$ cat src/include/filter_params.svh
// ==========================================================
// Build-time sizes of the counting filter
// Included by the packages and by any module that sizes an
// array or a pipeline from these values
// ==========================================================

`ifndef FILTER_PARAMS_SVH
`define FILTER_PARAMS_SVH

// Number of buckets held in the filter
`define FILTER_N_BUCKETS 16

// Width of one bucket counter
`define FILTER_BUCKET_BITS 4

// Entries in the remove request queue (a power of two)
`define FILTER_REMOVE_DEPTH 4

// Cycles from the update read to the memory write
`define FILTER_UPD_STAGES 2

`endif

$ cat src/design/filter_pkg.sv
// ==========================================================
// Types that describe the filter contents
// Bucket addresses, bucket counts and the signed correction
// applied to a read value by the update bypass
// ==========================================================

`include "filter_params.svh"

package filter_pkg;

    // Address of one bucket
    typedef logic [$clog2(`FILTER_N_BUCKETS)-1:0] bucket_idx_t;

    // Count stored in one bucket
    typedef logic [`FILTER_BUCKET_BITS-1:0] bucket_value_t;

    // Net change from the updates in flight, -3 up to +3
    // Arithmetic wraps at the counter width just like the buckets do
    typedef logic signed [`FILTER_BUCKET_BITS-1:0] bucket_delta_t;

endpackage

$ cat src/design/storage_pkg.sv
// ==========================================================
// Types that describe the storage building blocks
// Used by the clearing memory and by the remove queue
// ==========================================================

`include "filter_params.svh"

package storage_pkg;

    // Memory sweep state after reset
    typedef enum logic
    {
        RAM_CLEAR,
        RAM_READY
    } ram_state_t;

    // Occupancy of the remove queue, 0 up to full
    typedef logic [$clog2(`FILTER_REMOVE_DEPTH+1)-1:0] fifo_count_t;

endpackage

$ cat src/design/bucket_ram.sv
// ==========================================================
// Simple dual-port bucket memory with a clearing sweep
// One registered read port and one write port. After reset
// every address is written with zero, then rdy goes high
// ==========================================================

`timescale 1ns/1ps
`include "filter_params.svh"

module bucket_ram
    import filter_pkg::*;
    import storage_pkg::*;
#(
    parameter int DATA_BITS = `FILTER_BUCKET_BITS
)
(
    input  logic                 clk,
    input  logic                 reset,
    output logic                 rdy,
    input  bucket_idx_t          raddr,
    output logic [DATA_BITS-1:0] rdata,
    input  logic                 wen,
    input  bucket_idx_t          waddr,
    input  logic [DATA_BITS-1:0] wdata
);

    logic [DATA_BITS-1:0] mem [`FILTER_N_BUCKETS];

    ram_state_t           state;
    bucket_idx_t          clr_idx;

    // Write port after the sweep mux
    logic                 mem_we;
    bucket_idx_t          mem_waddr;
    logic [DATA_BITS-1:0] mem_wdata;

    // The sweep visits one address per cycle and stops on the last
    always_ff @(posedge clk)
    begin
        if (reset)
        begin
            state   <= RAM_CLEAR;
            clr_idx <= '0;
        end
        else if (state == RAM_CLEAR)
        begin
            clr_idx <= clr_idx + 1'b1;
            if (clr_idx == bucket_idx_t'(`FILTER_N_BUCKETS - 1))
            begin
                state <= RAM_READY;
            end
        end
    end

    assign rdy = (state == RAM_READY);

    // While clearing, the sweep owns the write port
    assign mem_we    = (state == RAM_CLEAR) || wen;
    assign mem_waddr = (state == RAM_CLEAR) ? clr_idx : waddr;
    assign mem_wdata = (state == RAM_CLEAR) ? '0 : wdata;

    // A read and a write to one address in the same cycle return the old value
    always_ff @(posedge clk)
    begin
        rdata <= mem[raddr];
        if (mem_we)
        begin
            mem[mem_waddr] <= mem_wdata;
        end
    end

    // Clients hold off until rdy, so nothing may write during the sweep
    a_no_write_while_clearing: assert property (
        @(posedge clk) disable iff (reset) (state == RAM_CLEAR) |-> !wen
    ) else $error("write to bucket memory during the clearing sweep");

endmodule

$ cat src/design/remove_fifo.sv
// ==========================================================
// Small FIFO that buffers remove requests
// Ring buffer with an occupancy count and a registered head,
// so first is valid in the same cycle that not_empty rises
// ==========================================================

`timescale 1ns/1ps
`include "filter_params.svh"

module remove_fifo
    import filter_pkg::*;
    import storage_pkg::*;
(
    input  logic        clk,
    input  logic        reset,
    input  logic        enq_en,
    input  bucket_idx_t enq_data,
    output logic        not_full,
    output bucket_idx_t first,
    output logic        not_empty,
    input  logic        deq_en
);

    // Pointers wrap on their own since the depth is a power of two
    typedef logic [$clog2(`FILTER_REMOVE_DEPTH)-1:0] ptr_t;

    bucket_idx_t buf_mem [`FILTER_REMOVE_DEPTH];
    ptr_t        wr_ptr;
    ptr_t        rd_ptr;
    ptr_t        rd_ptr_inc;
    fifo_count_t count;
    logic        head_empty;

    assign rd_ptr_inc = rd_ptr + 1'b1;
    assign not_full   = (count != fifo_count_t'(`FILTER_REMOVE_DEPTH));
    assign not_empty  = (count != '0);

    // True when no older entry remains after this cycle's dequeue
    assign head_empty = (count == fifo_count_t'(deq_en));

    always_ff @(posedge clk)
    begin
        if (reset)
        begin
            wr_ptr <= '0;
            rd_ptr <= '0;
            count  <= '0;
        end
        else
        begin
            if (enq_en)
            begin
                wr_ptr <= wr_ptr + 1'b1;
            end
            if (deq_en)
            begin
                rd_ptr <= rd_ptr_inc;
            end
            count <= count + fifo_count_t'(enq_en) - fifo_count_t'(deq_en);
        end
    end

    // Head register follows the oldest entry
    // A new entry lands straight in the head when the queue drains to it
    always_ff @(posedge clk)
    begin
        if (enq_en)
        begin
            buf_mem[wr_ptr] <= enq_data;
        end
        if (enq_en && head_empty)
        begin
            first <= enq_data;
        end
        else if (deq_en)
        begin
            first <= buf_mem[rd_ptr_inc];
        end
    end

    a_no_enq_when_full: assert property (
        @(posedge clk) disable iff (reset) enq_en |-> not_full
    ) else $error("remove request enqueued while the queue is full");

    a_no_deq_when_empty: assert property (
        @(posedge clk) disable iff (reset) deq_en |-> not_empty
    ) else $error("remove request taken from an empty queue");

endmodule

$ cat src/design/lookup_port.sv
// ==========================================================
// Lookup pipeline on a private copy of the bucket memory
// A request in cycle t returns its result in cycle t+2.
// Writes from the update pipeline that land while the
// request is in flight are captured and win over memory data
// ==========================================================

`timescale 1ns/1ps
`include "filter_params.svh"

module lookup_port
    import filter_pkg::*;
#(
    parameter int DATA_BITS = `FILTER_BUCKET_BITS
)
(
    input  logic                 clk,
    input  logic                 reset,
    output logic                 rdy,
    input  bucket_idx_t          req,
    output logic [DATA_BITS-1:0] result,
    input  logic                 wr_en,
    input  bucket_idx_t          wr_idx,
    input  logic [DATA_BITS-1:0] wr_data
);

    // Lookup depth matches the update distance from read to write
    localparam int LAST = `FILTER_UPD_STAGES;

    // Per-stage request index and captured write, stage 0 is combinational
    bucket_idx_t          idx     [0:LAST];
    logic                 hit     [0:LAST];
    logic [DATA_BITS-1:0] hit_val [0:LAST];

    logic [DATA_BITS-1:0] mem_rdata;
    logic [DATA_BITS-1:0] mem_q;

    bucket_ram #(
        .DATA_BITS (DATA_BITS)
    ) mem (
        .clk   (clk),
        .reset (reset),
        .rdy   (rdy),
        .raddr (req),
        .rdata (mem_rdata),
        .wen   (wr_en),
        .waddr (wr_idx),
        .wdata (wr_data)
    );

    // A write in the request cycle is not seen by the memory read
    assign idx[0]     = req;
    assign hit[0]     = wr_en && (req == wr_idx);
    assign hit_val[0] = wr_data;

    // Each later stage checks the write of its own cycle, newest write wins
    for (genvar p = 1; p <= LAST; p++)
    begin : g_stage
        always_ff @(posedge clk)
        begin
            idx[p] <= idx[p-1];
            if (wr_en && (idx[p-1] == wr_idx))
            begin
                hit_val[p] <= wr_data;
            end
            else
            begin
                hit_val[p] <= hit_val[p-1];
            end

            if (reset)
            begin
                hit[p] <= 1'b0;
            end
            else
            begin
                hit[p] <= hit[p-1] || (wr_en && (idx[p-1] == wr_idx));
            end
        end
    end

    // Memory data is one cycle old, so align it with the last stage
    always_ff @(posedge clk)
    begin
        mem_q <= mem_rdata;
    end

    assign result = hit[LAST] ? hit_val[LAST] : mem_q;

endmodule

$ cat src/design/update_pipeline.sv
// ==========================================================
// Read-modify-write pipeline for bucket updates
// Stage 0 picks insert over a queued remove and reads the
// memory, stage 1 forms the delta against older updates in
// flight, and stage 2 writes. The write lines also feed the
// lookup ports
// ==========================================================

`timescale 1ns/1ps
`include "filter_params.svh"

module update_pipeline
    import filter_pkg::*;
(
    input  logic          clk,
    input  logic          reset,
    output logic          rdy,
    input  logic          insert_en,
    input  bucket_idx_t   insert,
    input  logic          remove_valid,
    input  bucket_idx_t   remove_head,
    output logic          remove_take,
    output logic          wr_en,
    output bucket_idx_t   wr_idx,
    output bucket_value_t wr_val
);

    // Write stage, plus one extra stage whose write the stage 1 read missed
    localparam int WR   = `FILTER_UPD_STAGES;
    localparam int LAST = WR + 1;

    logic          upd_en  [0:LAST];
    bucket_idx_t   upd_idx [0:LAST];
    logic          upd_ins [0:LAST];

    bucket_value_t rd_val;
    bucket_delta_t upd_delta;
    bucket_value_t upd_sum;
    bucket_value_t wr_val_q;

    // Shadow copy of the counters used only by the checks below
    bucket_value_t shadow [`FILTER_N_BUCKETS];
    bucket_value_t shadow_cur;
    bucket_value_t shadow_next;

    // Change that one update makes to its bucket
    function automatic bucket_delta_t op_step(input logic is_insert);
        return is_insert ? bucket_delta_t'(1) : bucket_delta_t'(-1);
    endfunction

    // ======================================================
    // Stage 0 arbitration and memory read
    // ======================================================

    // One port, insert first. Nothing issues until the sweep is done
    always_comb
    begin
        remove_take = rdy && !insert_en && remove_valid;
        upd_en[0]   = rdy && (insert_en || remove_valid);
        upd_idx[0]  = insert_en ? insert : remove_head;
        upd_ins[0]  = insert_en;
    end

    bucket_ram #(
        .DATA_BITS (`FILTER_BUCKET_BITS)
    ) mem (
        .clk   (clk),
        .reset (reset),
        .rdy   (rdy),
        .raddr (upd_idx[0]),
        .rdata (rd_val),
        .wen   (wr_en),
        .waddr (wr_idx),
        .wdata (wr_val)
    );

    for (genvar p = 1; p <= LAST; p++)
    begin : g_stage
        always_ff @(posedge clk)
        begin
            upd_idx[p] <= upd_idx[p-1];
            upd_ins[p] <= upd_ins[p-1];
            if (reset)
            begin
                upd_en[p] <= 1'b0;
            end
            else
            begin
                upd_en[p] <= upd_en[p-1];
            end
        end
    end

    // ======================================================
    // Stage 1 delta and stage 2 write
    // ======================================================

    // The read in stage 0 missed the two updates ahead of it
    // Those sit in the write stage and the stage after it now
    always_comb
    begin
        upd_delta = op_step(upd_ins[1]);
        for (int p = 2; p <= LAST; p++)
        begin
            if (upd_en[p] && (upd_idx[p] == upd_idx[1]))
            begin
                upd_delta = upd_delta + op_step(upd_ins[p]);
            end
        end
    end

    assign upd_sum = rd_val + bucket_value_t'(upd_delta);

    always_ff @(posedge clk)
    begin
        wr_val_q <= upd_sum;
    end

    assign wr_en  = upd_en[WR];
    assign wr_idx = upd_idx[WR];
    assign wr_val = wr_val_q;

    // ======================================================
    // Shadow checker
    // ======================================================

    assign shadow_cur  = shadow[wr_idx];
    assign shadow_next = shadow_cur + bucket_value_t'(op_step(upd_ins[WR]));

    always_ff @(posedge clk)
    begin
        if (reset)
        begin
            for (int b = 0; b < `FILTER_N_BUCKETS; b++)
            begin
                shadow[b] <= '0;
            end
        end
        else if (wr_en)
        begin
            shadow[wr_idx] <= shadow_next;
        end
    end

    a_no_overflow: assert property (
        @(posedge clk) disable iff (reset) (wr_en && upd_ins[WR]) |-> (shadow_cur != '1)
    ) else $error("bucket %0d overflow on insert", wr_idx);

    a_no_underflow: assert property (
        @(posedge clk) disable iff (reset) (wr_en && !upd_ins[WR]) |-> (shadow_cur != '0)
    ) else $error("bucket %0d underflow on remove", wr_idx);

    // The bypassed value must equal a plain count of every update so far
    a_write_matches: assert property (
        @(posedge clk) disable iff (reset) wr_en |-> (wr_val == shadow_next)
    ) else $error("bucket %0d wrote %0d expected %0d", wr_idx, wr_val, shadow_next);

endmodule

$ cat src/design/counting_filter.sv
// ==========================================================
// Counting filter top level
// Inserts and queued removes share one update pipeline. A
// value port and an is-zero port each read their own copy
// of the counters and answer two cycles after a request
// ==========================================================

`timescale 1ns/1ps

module counting_filter
    import filter_pkg::*;
(
    input  logic          clk,
    input  logic          reset,
    output logic          rdy,

    input  bucket_idx_t   test_value_req,
    output bucket_value_t t2_test_value,

    input  bucket_idx_t   test_is_zero_req,
    output logic          t2_test_is_zero,

    input  logic          insert_en,
    input  bucket_idx_t   insert,

    input  logic          remove_en,
    input  bucket_idx_t   remove,
    output logic          remove_not_full
);

    // Queue to update pipeline
    bucket_idx_t   remove_head;
    logic          remove_valid;
    logic          remove_take;

    // Shared write lines from the update pipeline
    logic          wr_en;
    bucket_idx_t   wr_idx;
    bucket_value_t wr_val;

    // The is-zero copy stores one bit that is set when the bucket is non-zero
    logic          wr_not_zero;
    logic          zero_port_not_zero;

    assign wr_not_zero     = |wr_val;
    assign t2_test_is_zero = !zero_port_not_zero;

    remove_fifo remove_queue (
        .clk       (clk),
        .reset     (reset),
        .enq_en    (remove_en),
        .enq_data  (remove),
        .not_full  (remove_not_full),
        .first     (remove_head),
        .not_empty (remove_valid),
        .deq_en    (remove_take)
    );

    // All memories sweep at the same rate, so this rdy stands for all of them
    update_pipeline upd (
        .clk          (clk),
        .reset        (reset),
        .rdy          (rdy),
        .insert_en    (insert_en),
        .insert       (insert),
        .remove_valid (remove_valid),
        .remove_head  (remove_head),
        .remove_take  (remove_take),
        .wr_en        (wr_en),
        .wr_idx       (wr_idx),
        .wr_val       (wr_val)
    );

    lookup_port #(
        .DATA_BITS ($bits(bucket_value_t))
    ) value_port (
        .clk     (clk),
        .reset   (reset),
        .rdy     (),
        .req     (test_value_req),
        .result  (t2_test_value),
        .wr_en   (wr_en),
        .wr_idx  (wr_idx),
        .wr_data (wr_val)
    );

    lookup_port #(
        .DATA_BITS (1)
    ) zero_port (
        .clk     (clk),
        .reset   (reset),
        .rdy     (),
        .req     (test_is_zero_req),
        .result  (zero_port_not_zero),
        .wr_en   (wr_en),
        .wr_idx  (wr_idx),
        .wr_data (wr_not_zero)
    );

endmodule

$ cat config.mk
export PLATFORM = sky130hd
export DESIGN_NAME = counting_filter
export DESIGN_NICKNAME = d
export VERILOG_FILES = /design/src/design/filter_pkg.sv /design/src/design/storage_pkg.sv /design/src/design/bucket_ram.sv /design/src/design/remove_fifo.sv /design/src/design/lookup_port.sv /design/src/design/update_pipeline.sv /design/src/design/counting_filter.sv
export VERILOG_INCLUDE_DIRS = /design/src /design/src/include
export SDC_FILE = /design/constraint.sdc
export NUM_CORES = 1
export LEC_CHECK = 0
export BUFFER_PORTS_ARGS = -buffer_cell sky130_fd_sc_hd__buf_2
export CAP_MARGIN = 20
export CORE_AREA = 5 5 113 195
export DETAILED_ROUTE_END_ITERATION = 8
export DIE_AREA = 0 0 118 200
export GPL_TIMING_DRIVEN = 0
export PLACE_DENSITY = 0.74
export SLEW_MARGIN = 20
export SYNTH_ARGS = -nofsm -noshare
export SYNTH_HDL_FRONTEND = slang
export SYNTH_HIERARCHICAL = 1
export SYNTH_SLANG_ARGS = --single-unit
export TNS_END_PERCENT = 20
$ cat constraint.sdc
create_clock -name clk -period 3.3 [get_ports clk]
set_input_delay 0.66 -clock clk [delete_from_list [all_inputs] [get_ports clk]]
set_output_delay 0.66 -clock clk [all_outputs]
set_load 0.02 [all_outputs]
# Word level (Yosys, flattened, before mapping)
# Memories as Yosys holds them, arrays and structs flattened. A register that Yosys moved wholly into a read port is not among the register bits.
# Cells that the tools add are included.
[word_totals]
regBits = 75
latchBits = 0
ram_bits = 160
mem_bits_ro = 0
output_inout_bits = 7
elab_cells = 113
n_memories = 4
[classes]
n_addsub = 10
n_mul = 0
div = 0
order_cmp = 0
eq_ne = 11
shifts = 0
muxes = 32
n_bitwise = 3
reduce_logical = 21
[memory_table]
columns = ["memory", "depth", "width", "rd", "rd_clocked_by_memory_dff", "write_ports", "line_no", "source"]
rows = [
  ["upd.mem.mem", 16, 4, 1, 1, 1, "bucket_ram.sv:27", "logic [DATA_BITS-1:0] mem [`FILTER_N_BUCKETS];"],
  ["value_port.mem.mem", 16, 4, 1, 1, 1, "bucket_ram.sv:27", ""],
  ["remove_queue.buf_mem", 4, 4, 1, 0, 1, "remove_fifo.sv:27", "bucket_idx_t buf_mem [`FILTER_REMOVE_DEPTH];"],
  ["zero_port.mem.mem", 16, 1, 1, 1, 1, "bucket_ram.sv:27", ""],
]
[ops]
columns = ["operator", "count"]
rows = [
  ["$mux 4", 15],
  ["$eq 4x4->1", 6],
  ["$mux 1", 17],
  ["$add 4x1->4 const B", 3],
  ["$add 4x4->4", 3],
  ["$eq 4x4->1 const B", 3],
  ["$logic_and 1x1->1", 10],
  ["$logic_or 1x1->1", 6],
  ["$add 2x1->2 const B", 2],
  ["$reduce_or 4->1", 1],
  ["$add 3x1->3", 1],
  ["$eq 3x1->1", 1],
  ["$ne 3x3->1 const B", 1],
  ["$not 1->1", 3],
  ["$reduce_bool 3->1", 1],
  ["$sub 3x1->3", 1],
  ["$logic_not 1->1", 2],
  ["$reduce_bool 2->1", 1],
]

# Depth between registers and ports, before layout
[logic_depth]
ltp_word = 6
mapped_depth = 11
ltp_nobuf = 11

# Hierarchy
# The synthesis kept the hierarchy.
[by_module_without_submodules]
columns = ["mod", "instances", "cells_each", "area_per_inst_um2", "seq_area_each_um2"]
rows = [
  ["bucket_ram (upd.mem ...)", 2, 170, 2970.3, 2102.0],
  ["remove_fifo", 1, 71, 1164.9, 740.7],
  ["bucket_ram (zero_port.mem)", 1, 84, 1033.5, 600.6],
  ["update_pipeline", 1, 82, 944.7, 440.4],
  ["lookup_port (value_port)", 1, 39, 569.3, 360.3],
  ["lookup_port (zero_port)", 1, 28, 319.1, 180.2],
  ["counting_filter", 1, 2, 11.3, 0.0],
]

# Least setup slack after synthesis
# Ideal clock, no wire load.
[synth_timing]
kind = "reg-to-reg"
startpoint = "register upd.upd_idx, in the netlist upd/wr_idx[0]"
endpoint = "register, netlist name upd/wr_val[3]"
setup_time_ns = 0.120
arrival_time_ns = 2.862
required_ns = 3.180
path_slack_ns = 0.318
stages_incl_launch_ff = 12
period_less_slack_ns = 2.982
path_cell_list = "dfxtp_1 > xor2_1 > nor3_2 > and3_4 > mux2i_1 > fa_1 > mux2_4 > ha_1 > a21o_1 > a21oi_1 > xor2_1 > xnor2_1"
[synth_between]
elab_chain_len = 6
[synth_rtl]
columns = ["element", "line_no", "source"]
rows = [
  ["from (decl)", "update_pipeline.sv:33", "bucket_idx_t upd_idx [0:LAST];"],
  ["from (signal, indexed assignment)", "update_pipeline.sv:81", "upd_idx[p] <= upd_idx[p-1];"],
  ["$eq 4x4->1 *", "update_pipeline.sv:105", "if (upd_en[p] && (upd_idx[p] == upd_idx[1]))"],
  ["$logic_and 1x1->1 *", "update_pipeline.sv:105", ""],
  ["$mux 4 *", "update_pipeline.sv:105", ""],
  ["$add 4x4->4", "update_pipeline.sv:107", "upd_delta = upd_delta + op_step(upd_ins[p]);"],
  ["$mux 4 *", "update_pipeline.sv:105", ""],
  ["$add 4x4->4 *", "update_pipeline.sv:112", "assign upd_sum = rd_val + bucket_value_t'(upd_delta);"],
  ["net upd.upd_sum[3]", "update_pipeline.sv:38", "bucket_value_t upd_sum;"],
]
# Mark *: on every way through the listed nets, which the timed path passes. The rest lies on a longest branch.
# A chain may end at the register's enable or synchronous reset.

# Worst setup path in the final report
[layout_timing]
startpoint = "register upd.upd_idx, in the netlist upd/wr_idx[2]"
endpoint = "register, netlist name upd/wr_val[3]"
[layout_between]
elab_chain_len = 6
[layout_rtl]
columns = ["element", "line_no"]
rows = [
  ["$eq 4x4->1 *", "update_pipeline.sv:105"],
  ["$logic_and 1x1->1 *", "update_pipeline.sv:105"],
  ["$mux 4 *", "update_pipeline.sv:105"],
  ["$add 4x4->4", "update_pipeline.sv:107"],
  ["$mux 4 *", "update_pipeline.sv:105"],
  ["$add 4x4->4 *", "update_pipeline.sv:112"],
  ["net upd.upd_sum[3]", "update_pipeline.sv:38"],
]
# Marked as above.

==> results.json <==
{
  "outcome": "complete, no violations",
  "htreeDepth": 1,
  "cts_sinks": 244,
  "gp_congestion": 0.774,
  "drt_iter0_markers": 338,
  "tns_ps": 0,
  "fp-row-count": 69,
  "max_freq_ghz": 0.324,
  "yosysSeqAreaShare_pct": 65.4,
  "setup_slack_ps": 215,
  "rsz0062_at_grt": "no",
  "io_buffers": 26,
  "cts_made_buffers": 21,
  "max-cap-violations": 0,
  "yosys.area.top_type_share_pct": 49.3,
  "slew_headroom_pct": 58.8,
  "initial_core_util_pct": 49.4,
  "cts_tree": "yes",
  "layout-drive-gt1-share_pct": 15.1,
  "synth_ff_type": "edfxtp_1",
  "dr_wl_met3_um": 757,
  "path_clk_slew_ps": 70,
  "syn_avg_cell_area_um2": 15.5,
  "worst_ep_arrival_time_ps": 3460,
  "power_density_nw_per_um2": 571,
  "final_hold_viol_count": 0,
  "root_buffer": "clkbuf_16",
  "fin_skew_ps": 9.57,
  "leakage_nw": 3.89,
  "synth.largest_area_cell": "edfxtp_1",
  "crit_required_ps": 3680,
  "yosysWarnings": 6,
  "grt_pass1_vias": 5638,
  "synth_edf_count": 164,
  "cts_max_path_buffers": 3,
  "dpl.cell_count": 920,
  "setup_viol": 0,
  "antenna_found_initial": 0,
  "syn_area_um2": 9980,
  "ctsHoldBuffers": 0,
  "layout.cells.non_filler": 957,
  "post-route-period-util_pct": 93.5,
  "hold_ws_ps": 317,
  "synth_seq_cells": 244,
  "clk_latency_ps": 490,
  "top_layer": "met4",
  "synth_fp_nets": 684,
  "tightest_slew_ps": 618,
  "num-fill-cells": 1612,
  "drcViolationCount": 0,
  "area_growth_pct": 10.6,
  "io_pins": 27,
  "synth_cells": 646,
  "async_flop_share_pct": 0,
  "layout.nets": 734,
  "coreArea_um2": 20200,
  "period_needed_ps": 3080,
  "dr_wl_met2_mm": 10.7,
  "grt_pass1_wl_mm": 29.0,
  "die_w_um": 118,
  "die_h_um": 200,
  "crit_fanout": 6,
  "viasPerCell": 5.61,
  "dpl_worst_slack_ps": -117,
  "cp-end-kind": "flip-flop",
  "hold_path_class": "input port to flip-flop",
  "drtPass1Iterations": 6,
  "routed_wl_mm": 18.3,
  "finalPower_mw": 6.30,
  "antennaDiodeCount": 0,
  "m1WireLength_mm": 6.33,
  "ir_drop_uv": 493,
  "wl_per_cell_um": 19.1,
  "synth_cell_types": 54,
  "grt_overflow_total": 0,
  "dpl.hpwl_mm": 13.2,
  "dieArea_um2": 23600,
  "ys_top_cells_by_area": "edfxtp_1 49%, dfxtp_1 16%, mux4_1 8.4%, nor2_1 3.1%, mux2_2 2.1%",
  "path_class": "flip-flop to flip-flop",
  "drtAntennaViolNets": 0,
  "grt_usage_pct": 15.4,
  "grt_max_degree": 29,
  "report.final.slew_viol_count": 0,
  "via_count": 5371,
  "setup.worst_path.start_class": "flip-flop"
}
[where the power goes]
group          total, mW  switching [mW]  leakage (nW)  internal (mW)
Sequential          3.54           0.107          2.16           3.43
Clock               2.18            1.01         0.290           1.18
Combinational      0.579           0.311          1.45          0.268
Total               6.30            1.42          3.89           4.88
[cell type report]
cell class	instances	area [um^2]	area share, %
flip-flops and latches	244	6530	59.1
multi-input cells	357	3230	29.2
clock buffers	27	548	4.96
well taps	248	310	2.81
plain buffers	23	161	1.46
repair buffers	27	138	1.25
inverters	22	82.6	0.748
clock inverters	9	46.3	0.419
[timing repair]
item                                   in CTS  in global routing
endpoints found under the hold margin       0                  0
setup buffers                               0                  1
resized for setup                           2                  2
setup endpoints to repair                   1                  1
pin swaps                                   0                  1
[kinds of logic after synthesis]
family	after synthesis	share of synthesized area, %
buf+inv	45	2.44
mux	68	13.3
compound gates	47	3.43
fa+ha+maj	18	2.48
flops	244	65.4
xor+xnor	38	3.48
simple gates	186	9.46
[cells in the mapped netlist, types with 2 or more instances]
cell type  instances
nor3_1             7
a32oi_1            7
fa_1               3
buf_12             2
mux2_2            19
a31oi_1            9
nor2_1            82
and3b_1            3
a22oi_1            8
inv_1             22
nand4b_1           3
clkbuf_1          10
buf_4              4
ha_1              15
mux4_2             8
nand2_1           19
xnor2_1           18
a21oi_1            8
buf_6              3
o32a_1             3
buf_2              4
mux4_1            32
nand4_1            5
dfxtp_1           80
and2_1            13
xor2_1            19
nor2b_1           17
nor3b_1            5
mux2i_1            8
o21a_1             4
nand3_1           19
edfxtp_1         164
or2_2              2
[through the flow]
| stage | util [%] | instance area, um^2 |
|---|---|---|
| final | 54.7 | 11000 |
| after global routing | 54.7 | 11000 |
| after CTS | 54.6 | 11000 |
| after detailed placement | 51.6 | 10400 |
| after global placement | 51.6 | 10400 |
| after floorplan | - | 9980 |
[layer usage]
metal,global-route usage (%),up-vias
met5,0,-
met4,5.10,0
met3,2.31,33
met2,31.7,141
met1,15.7,2655
li1,-,2542
[critical path, cell delays in order (launching register included)]
cell	delay, ps
dfxtp_1	370
xor2_1	190
nor3_2	220
and3_4	260
mux2i_4	290
fa_1	450
mux2_4	300
ha_1	280
a21o_1	150
a21oi_1	170
xor2_1	210
xnor2_1	90
[path summary, 6_finish.rpt]
kind	from	to	slack [ps]	cells after the start
worst max register to register	upd/wr_idx[2]	upd/wr_val[3]	220	11
worst min register to register	value_port/mem/rdata[1]	value_port/mem_q[1]	330	0
worst max-delay path	upd/wr_idx[2]	upd/wr_val[3]	220	11
worst min-delay path	test_is_zero_req[2]	zero_port/idx[6]	320	1
[flip-flops by register name (all words and copies together), names as in the netlist, 4 cells and up]
register / count
zero_port/mem/mem: 16
upd/mem/mem: 64
remove_queue/buf_mem: 16
value_port/idx: 4
upd/wr_val: 4
value_port/hit_val: 8
upd/wr_idx: 4
value_port/mem_q: 4
value_port/mem/mem: 64
upd/mem/rdata: 4
upd/upd_idx: 8
zero_port/idx: 4
zero_port/mem/clr_idx: 4
value_port/mem/clr_idx: 4
value_port/mem/rdata: 4
upd/mem/clr_idx: 4
remove_queue/first: 4
[placed cells by master, fill, tap and decap left out, types with 4 or more instances in the layout]
cell type and count:
mux4_1 32, nand4_1 5, a32oi_1 7, nor3_1 7, buf_4 5, ha_1 15, edfxtp_1 164, clkbuf_1 16
buf_2 30, xnor2_1 18, and2_1 13, mux2_2 19, inv_1 22, clkbuf_16 21, o21a_1 4, clkinv_1 4
mux4_2 8, xor2_1 19, nand2_1 19, nor2b_1 17, a22oi_1 8, nor2_1 82, dfxtp_1 78, nand3_1 19
mux2i_1 7, a31oi_1 9, nor3b_1 5, a21oi_1 8
Note: power is estimated with default switching activity, not from simulation.
